`src/logic/sms_input_pkg.sv`:
```
/*
 * Master System controller input section
 * Shared divider constants, strobe slots, port bit positions and types
 */
`default_nettype none

package sms_input_pkg;

	// ====================
	// Clock-enable divider
	// ====================

	localparam int ce_cycle_len = 30;                   // Steps per divider cycle
	localparam int ce_cnt_w     = $clog2(ce_cycle_len); // 5 bits for 0..29

	// Counter values that fire each strobe on the next cycle
	localparam int vdp_slots [6] = '{4, 9, 14, 19, 24, 29}; // Every 5 cycles
	localparam int pix_slots [3] = '{9, 19, 29};            // Every 10 cycles
	localparam int cpu_slots [2] = '{9, 24};                // Every 15 cycles

	// ====================
	// Paddle strobe
	// ====================

	// Roughly 16 kHz from the system clock
	localparam int paddle_div   = 3356;
	localparam int paddle_cnt_w = $clog2(paddle_div); // 12 bits

	// ====================
	// Controller ports
	// ====================

	localparam int port_w    = 8; // One port word
	localparam int nib_w     = 4; // Paddle nibble
	localparam int num_ports = 2;

	// Bit positions inside a port word
	// Bits 0..3 are the directions, bit 4 is fire 1
	localparam int bit_tr    = 5; // Fire 2, paddle trigger / nibble select
	localparam int bit_pause = 6;

	// One port word, active high at the joystick side, active low at the port
	typedef logic [port_w-1:0] port_word_t;

	// Paddle position, high nibble sent second
	typedef logic [2*nib_w-1:0] paddle_t;

endpackage

`default_nettype wire

```
`src/logic/sms_clock_enables.sv`:
```
/*
 * Clock-enable divider of the input section
 * Counts a 30-step cycle and decodes CPU, VDP, pixel and sound strobes,
 * plus a separate counter for the paddle strobe
 */
`timescale 1ns/1ns
`default_nettype none

module sms_clock_enables (
	input  wire  clk_sys,
	input  wire  arst_n,
	output logic ce_cpu,
	output logic ce_vdp,
	output logic ce_pix,
	output logic ce_sp,
	output logic paddle_stb
);
	import sms_input_pkg::*;

	logic [ce_cnt_w-1:0]     cnt;
	logic [paddle_cnt_w-1:0] pad_cnt;
	logic                    vdp_hit;
	logic                    pix_hit;
	logic                    cpu_hit;

	// ====================
	// Divider
	// ====================

	// Slot decode from the current count
	always_comb begin
		vdp_hit = 1'b0;
		pix_hit = 1'b0;
		cpu_hit = 1'b0;
		for (int i = 0; i < $size(vdp_slots); i++) begin
			if (cnt == ce_cnt_w'(vdp_slots[i])) vdp_hit = 1'b1;
		end
		for (int i = 0; i < $size(pix_slots); i++) begin
			if (cnt == ce_cnt_w'(pix_slots[i])) pix_hit = 1'b1;
		end
		for (int i = 0; i < $size(cpu_slots); i++) begin
			if (cnt == ce_cnt_w'(cpu_slots[i])) cpu_hit = 1'b1;
		end
	end

	always_ff @(posedge clk_sys or negedge arst_n) begin
		if (!arst_n) begin
			cnt    <= '0;
			ce_vdp <= 1'b0;
			ce_pix <= 1'b0;
			ce_cpu <= 1'b0;
			ce_sp  <= 1'b0;
		end else begin
			cnt    <= (cnt == ce_cnt_w'(ce_cycle_len - 1)) ? '0 : cnt + 1'b1;
			ce_vdp <= vdp_hit;
			ce_pix <= pix_hit;
			ce_cpu <= cpu_hit;
			ce_sp  <= cnt[0]; // Even cycle length, so no glitch at the wrap
		end
	end

	// ====================
	// Paddle strobe
	// ====================

	always_ff @(posedge clk_sys or negedge arst_n) begin
		if (!arst_n) begin
			pad_cnt    <= '0;
			paddle_stb <= 1'b0;
		end else begin
			paddle_stb <= (pad_cnt == paddle_cnt_w'(paddle_div - 1));
			if (pad_cnt == paddle_cnt_w'(paddle_div - 1))
				pad_cnt <= '0;
			else
				pad_cnt <= pad_cnt + 1'b1;
		end
	end

	// CPU slots are a subset of the VDP slots
	a_cpu_with_vdp: assert property (@(posedge clk_sys) disable iff (!arst_n)
		ce_cpu |-> ce_vdp);

	a_vdp_single: assert property (@(posedge clk_sys) disable iff (!arst_n)
		ce_vdp |=> !ce_vdp);

endmodule

`default_nettype wire

```
`src/logic/sms_input_top.sv`:
```
/*
 * Controller input section of the Master System core
 * One clock-enable divider, a paddle serializer per port and the port mux
 */
`timescale 1ns/1ns
`default_nettype none

module sms_input_top (
	input  wire                                   clk_sys,
	input  wire                                   arst_n,
	input  wire                                   region,    // High for Japan
	input  wire                                   swap,
	input  wire                                   paddle_en,
	input  sms_input_pkg::port_word_t             joy_0,
	input  sms_input_pkg::port_word_t             joy_1,
	input  sms_input_pkg::paddle_t                paddle_pos [sms_input_pkg::num_ports],
	input  wire [sms_input_pkg::num_ports-1:0]    th_out,
	output logic                                  ce_cpu,
	output logic                                  ce_vdp,
	output logic                                  ce_pix,
	output logic                                  ce_sp,
	output sms_input_pkg::port_word_t             port_a,
	output sms_input_pkg::port_word_t             port_b,
	output logic                                  pause_n
);
	import sms_input_pkg::*;

	logic             paddle_stb;
	logic [nib_w-1:0] nibble [num_ports];
	logic             tr     [num_ports];

	// ====================
	// Clock enables
	// ====================

	sms_clock_enables clk_en_i (
		.clk_sys    (clk_sys),
		.arst_n     (arst_n),
		.ce_cpu     (ce_cpu),
		.ce_vdp     (ce_vdp),
		.ce_pix     (ce_pix),
		.ce_sp      (ce_sp),
		.paddle_stb (paddle_stb)
	);

	// ====================
	// Paddle serializers
	// ====================

	for (genvar p = 0; p < num_ports; p++) begin : g_paddle
		sms_paddle_port paddle_i (
			.clk_sys    (clk_sys),
			.arst_n     (arst_n),
			.paddle_stb (paddle_stb),
			.region     (region),
			.th_out     (th_out[p]),
			.paddle_pos (paddle_pos[p]),
			.nibble     (nibble[p]),
			.tr         (tr[p])
		);
	end

	// Port 0 feeds port A, port 1 feeds port B
	sms_port_mux mux_i (
		.clk_sys   (clk_sys),
		.arst_n    (arst_n),
		.swap      (swap),
		.paddle_en (paddle_en),
		.joy_0     (joy_0),
		.joy_1     (joy_1),
		.nibble_a  (nibble[0]),
		.nibble_b  (nibble[1]),
		.tr_a      (tr[0]),
		.tr_b      (tr[1]),
		.port_a    (port_a),
		.port_b    (port_b),
		.pause_n   (pause_n)
	);

endmodule

`default_nettype wire

```
`src/logic/sms_paddle_port.sv`:
```
/*
 * Paddle serializer for one controller port
 * Sends the paddle position as two nibbles, paced by the paddle strobe
 * in Japanese mode or by TH edges in export mode
 */
`timescale 1ns/1ns
`default_nettype none

module sms_paddle_port (
	input  wire                               clk_sys,
	input  wire                               arst_n,
	input  wire                               paddle_stb,
	input  wire                               region,     // High for Japanese mode
	input  wire                               th_out,     // TH driven by the console
	input  sms_input_pkg::paddle_t            paddle_pos,
	output logic [sms_input_pkg::nib_w-1:0]   nibble,
	output logic                              tr
);
	import sms_input_pkg::*;

	logic [nib_w-1:0] nib_hi;   // High nibble held for the second half
	logic             th_s;     // TH input register
	logic             th_q;     // Previous TH for edge detection
	logic             th_rise;
	logic             th_fall;
	logic             load_pos;
	logic             show_hi;

	// ====================
	// TH edge detection
	// ====================

	always_ff @(posedge clk_sys or negedge arst_n) begin
		if (!arst_n) begin
			th_s <= 1'b1; // TH idles high
			th_q <= 1'b1;
		end else begin
			th_s <= th_out;
			th_q <= th_s;
		end
	end

	assign th_rise = ~th_q &  th_s;
	assign th_fall =  th_q & ~th_s;

	// ====================
	// Nibble sequencing
	// ====================

	// Japanese paddle: tr high means the next strobe starts a new position
	// Export: falling TH starts, rising TH finishes
	assign load_pos = region ? (paddle_stb &  tr) : th_fall;
	assign show_hi  = region ? (paddle_stb & ~tr) : th_rise;

	always_ff @(posedge clk_sys) begin
		if (load_pos)
			nib_hi <= paddle_pos[2*nib_w-1:nib_w];
	end

	always_ff @(posedge clk_sys or negedge arst_n) begin
		if (!arst_n) begin
			nibble <= '0;
			tr     <= 1'b1;
		end else begin
			if (load_pos)
				nibble <= paddle_pos[nib_w-1:0]; // Low nibble first
			else if (show_hi)
				nibble <= nib_hi;

			if (region) begin
				if (paddle_stb)
					tr <= ~tr; // Low with the low nibble, high with the high one
			end else if (th_rise || th_fall) begin
				tr <= 1'b0;
			end
		end
	end

	// Export mode never raises tr once TH has started toggling
	a_export_tr_low: assert property (@(posedge clk_sys) disable iff (!arst_n)
		(!region && (th_rise || th_fall)) |=> (!tr until region));

endmodule

`default_nettype wire

```
`src/logic/sms_port_mux.sv`:
```
/*
 * Controller port mux
 * Swaps the joysticks, inverts them to active-low port words,
 * overlays the paddle nibble and trigger and derives pause
 */
`timescale 1ns/1ns
`default_nettype none

module sms_port_mux (
	input  wire                             clk_sys,
	input  wire                             arst_n,
	input  wire                             swap,
	input  wire                             paddle_en,
	input  sms_input_pkg::port_word_t       joy_0,     // Active high
	input  sms_input_pkg::port_word_t       joy_1,
	input  wire [sms_input_pkg::nib_w-1:0]  nibble_a,
	input  wire [sms_input_pkg::nib_w-1:0]  nibble_b,
	input  wire                             tr_a,
	input  wire                             tr_b,
	output sms_input_pkg::port_word_t       port_a,    // Active low
	output sms_input_pkg::port_word_t       port_b,
	output logic                            pause_n
);
	import sms_input_pkg::*;

	port_word_t sel_a;
	port_word_t sel_b;
	port_word_t word_a;
	port_word_t word_b;

	// ====================
	// Word assembly
	// ====================

	assign sel_a = swap ? joy_1 : joy_0;
	assign sel_b = swap ? joy_0 : joy_1;

	always_comb begin
		word_a = ~sel_a;
		word_b = ~sel_b;

		// Paddle drives the direction lines MSB first
		if (paddle_en) begin
			for (int i = 0; i < nib_w; i++) begin
				word_a[i] = nibble_a[nib_w-1-i];
				word_b[i] = nibble_b[nib_w-1-i];
			end
			word_a[bit_tr] = tr_a;
			word_b[bit_tr] = tr_b;
		end
	end

	// ====================
	// Output registers
	// ====================

	always_ff @(posedge clk_sys or negedge arst_n) begin
		if (!arst_n) begin
			port_a  <= '1; // Nothing pressed
			port_b  <= '1;
			pause_n <= 1'b1;
		end else begin
			port_a  <= word_a;
			port_b  <= word_b;
			pause_n <= word_a[bit_pause] & word_b[bit_pause]; // Either port pauses
		end
	end

	// Pause comes from both joysticks whatever the swap or paddle setting
	a_pause_and: assert property (@(posedge clk_sys) disable iff (!arst_n)
		1'b1 |=> pause_n == !($past(joy_0[bit_pause]) || $past(joy_1[bit_pause])));

endmodule

`default_nettype wire

```
`config.mk`:
```
export PLATFORM = sky130hd
export DESIGN_NAME = sms_input_top
export DESIGN_NICKNAME = d
export VERILOG_FILES = /design/src/logic/sms_input_pkg.sv /design/src/logic/sms_clock_enables.sv /design/src/logic/sms_input_top.sv /design/src/logic/sms_paddle_port.sv /design/src/logic/sms_port_mux.sv
export SDC_FILE = /design/constraint.sdc
export NUM_CORES = 1
export LEC_CHECK = 0
export ABC_AREA = 0
export BUFFER_PORTS_ARGS = -buffer_cell sky130_fd_sc_hd__clkbuf_2
export CAP_MARGIN = 25
export CORE_AREA = 3 3 74 76
export CTS_CLUSTER_SIZE = 40
export DETAILED_ROUTE_END_ITERATION = 12
export DIE_AREA = 0 0 77 79
export PLACE_DENSITY = 0.81
export SKIP_CTS_REPAIR_TIMING = 1
export SYNTH_ARGS = -nofsm -noshare
export SYNTH_HDL_FRONTEND = slang
export SYNTH_SLANG_ARGS = --single-unit
```
`constraint.sdc`:
```
create_clock -name clk_sys -period 3.5 [get_ports clk_sys]
set_input_delay 1.05 -clock clk_sys [delete_from_list [all_inputs] [get_ports clk_sys]]
set_output_delay 1.05 -clock clk_sys [all_outputs]
set_load 0.01 [all_outputs]
```
==> run summary <==
Max Clock Skew - 0.00440 ns
Final Cell Area - 0.00330 sq mm
Die Y - 79 um
CP Class - flop to primary output
Worst Path Max Fanout - 1
fin crit period - 2.03 ns
Detailed Route WL - 5.06 mm
Worst Tran Pin Value - 0.879 ns
CP delay by family, top - flip-flops
Critical-path top delay cell - dfstp_2
core area - 0.00479 sq mm
Worst Setup End Kind - primary output
vias in the first global route - 1968
antenna violations before repair - 0
commonest non-fill, non-tap cells in the layout - clkbuf_2 (59), dfrtp_1 (30), o21ai_0 (25)
largest net degree at the start of global routing - 39
R2R depth - 5
FF-to-FF setup slack - 1.79 ns
post-DP HPWL - 3.74 mm
commonest non-fill, non-tap cell in the layout - clkbuf_2
Util after Layout - 68.9%
Root Buffer - clkbuf_8
clock slew at reported path FFs - 0.07 ns
H-Tree Level Count - 3
Syn Std Cell Area - 0.00277 sq mm
Synth Instances - 242
CP Buf/Inv Count - 1
Initial Util - 57.8%
non-filler cells, final - 377
hold worst-path end - g_paddle[1].paddle_i.th_q
CTS tree - done
Via Count - 1979
Remaining DRCs - 0
final setup fails - 0
worst hold stages - 0
Pleak - 1.52 nW
Placed Area - 0.00312 sq mm
Port-buffer cells - 59
Yosys reg bits - 61
register area share after synthesis - 57.7%
remaining global-route overflow - 0
DR pass1 iterations - 4
Post-synth ARST share - 86.9%
Worst EP arrival - 0.98 ns
Final Hold Fails - 0
Hold WS - 0.379 ns
Tcrit/Tclk final - 58.1%
ys flop type - dfrtp_1
Place WS - 1.31 ns
Crit path depth - 1
routed vias/inst - 5.25
Final Total Pwr - 1.49 mW
GRT Util Overall - 18.8%
total CTS buffers - 9
Crit Reg-Reg Endpoint - g_paddle[1].paddle_i.nibble[2]
maximum clock path buffer count - 2
layout cell share with drive strength beyond 1 - 35.5%
die area - 0.00608 sq mm
Cell Count Post-Placement - 361
final RePlAce weighted congestion - 0.826
P per Cell Area - 452 mW/mm^2
initial detailed-routing violation count - 86
num ports - 60
post-DR wirelength/cell - 13.4 um
Min-Delay Path Class - flop to flop
RSZ-0062 raised after global routing - no
largest stage delay on the critical path - 0.53 ns
Horiz. Die Dim - 77 um
Worst VDD drop - 0.000279 V
worst path cell trace - clkbuf_2
number of synthesis warnings - 0
Highest Clock Rate - 0.492 GHz
Net Count, Synth - 290
Slew Viols, Final - 0
Max-slew headroom - 41.4%
setup TNS - 0 ns
Distinct cells, synth - 38
worst skew pair latency - 0.33 ns
hold_sp - g_paddle[1].paddle_i.th_s
Syn Area/Cell - 11.4 sq um
CTS sink cnt - 61
status - completed
Post-synth EDFFs - 8
# rows - 25
setup ws final - 1.47 ns
global-route wire length before repair - 8.89 mm
Area Growth Syn to Fin - 19.3%
NumNets Final - 353
Setup crit start kind - flop
Crit path required time - 2.45 ns
ANT cells - 0
worst r2r src - g_paddle[1].paddle_i.th_s
Antenna Nets Post-Route - 0
Max Cap Viol - 0
state kept, by name, summed over array words and instances, names as in the netlist:
signal	flops
mux_i.port_a	8
clk_en_i.cnt	5
clk_en_i.ce_cpu	1
clk_en_i.pad_cnt	12
mux_i.port_b	8
g_paddle.paddle_i.th_s	2
mux_i.pause_n	1
clk_en_i.ce_vdp	1
clk_en_i.paddle_stb	1
clk_en_i.ce_pix	1
g_paddle.paddle_i.tr	2
g_paddle.paddle_i.nib_hi	8
g_paddle.paddle_i.nibble	8
clk_en_i.ce_sp	1
g_paddle.paddle_i.th_q	2
how the worst max path moves through the flow:
| stage | start | endpoint | slack [ns] |
|---|---|---|---|
| 5_1_grt | mux_i.port_b[0] | port_b[0] | 1.43 |
| 4_1_cts | mux_i.port_b[0] | port_b[0] | 1.45 |
| 3_3_place_gp | region | g_paddle[0].paddle_i.nibble[2] | 1.37 |
| 2_1_floorplan | swap | mux_i.port_a[0] | 1.50 |
| 6_report | mux_i.port_a[3] | port_a[3] | 1.47 |
| 3_5_place_dp | region | g_paddle[0].paddle_i.nibble[2] | 1.31 |
per-layer routing:
layer	vias up	part of all wire, %	global-route usage (%)
met5	-	0	0
li1	999	-	-
met3	10	6.4	6.12
met4	0	2.2	9.61
met2	59	46	29.8
met1	911	45	23.2
report_power, final:
part           leakage, nW  internal (mW)  switching [mW]
clock               0.0953          0.317           0.260
combinational        0.745         0.0577          0.0716
sequential           0.685          0.770          0.0156
synthesized netlist by cell type, types with 4 or more instances:
cell      count  share of area [%]
mux2i_1       6                2.2
xor2_1        7                2.2
nand2_1      21                2.9
edfxtp_1      8                8.7
dfrtp_1      30                 27
or3_1         4               0.90
ha_1          9                4.1
nor2_1        9                1.2
o21ai_0      25                4.5
a31oi_1       8                1.8
inv_1         8                1.1
dfstp_2      23                 22
a21oi_1      11                2.0
nand3_1      16                2.9
clkbuf_1      6               0.81
mux2_2       11                4.5
nand4_1       4               0.90
and2_1        4               0.90
logic make-up (layout without fill, tap and decap cells):
family / count (synthesis) / in the layout / synth area share [%]
buffers and inverters: 17 / 85 / 2.53
flip-flops: 61 / 61 / 57.7
AND/OR/NAND/NOR: 78 / 78 / 15.9
AO/OA/AOI/OAI: 52 / 52 / 10.6
multiplexers: 17 / 17 / 6.65
XOR/XNOR: 8 / 8 / 2.53
adder cells (fa/ha/maj): 9 / 9 / 4.07
area by class of cell:
cell class | instances | area, sq um
Fill cell | 360 | 1490
Clock buffer | 9 | 124
Sequential cell | 61 | 1600
Clock inverter | 7 | 56.3
Inverter | 8 | 30.0
Timing Repair Buffer | 61 | 310
Multi-Input combinational cell | 164 | 1100
Tap cell | 67 | 83.8
(Power assumes the default switching activity.)
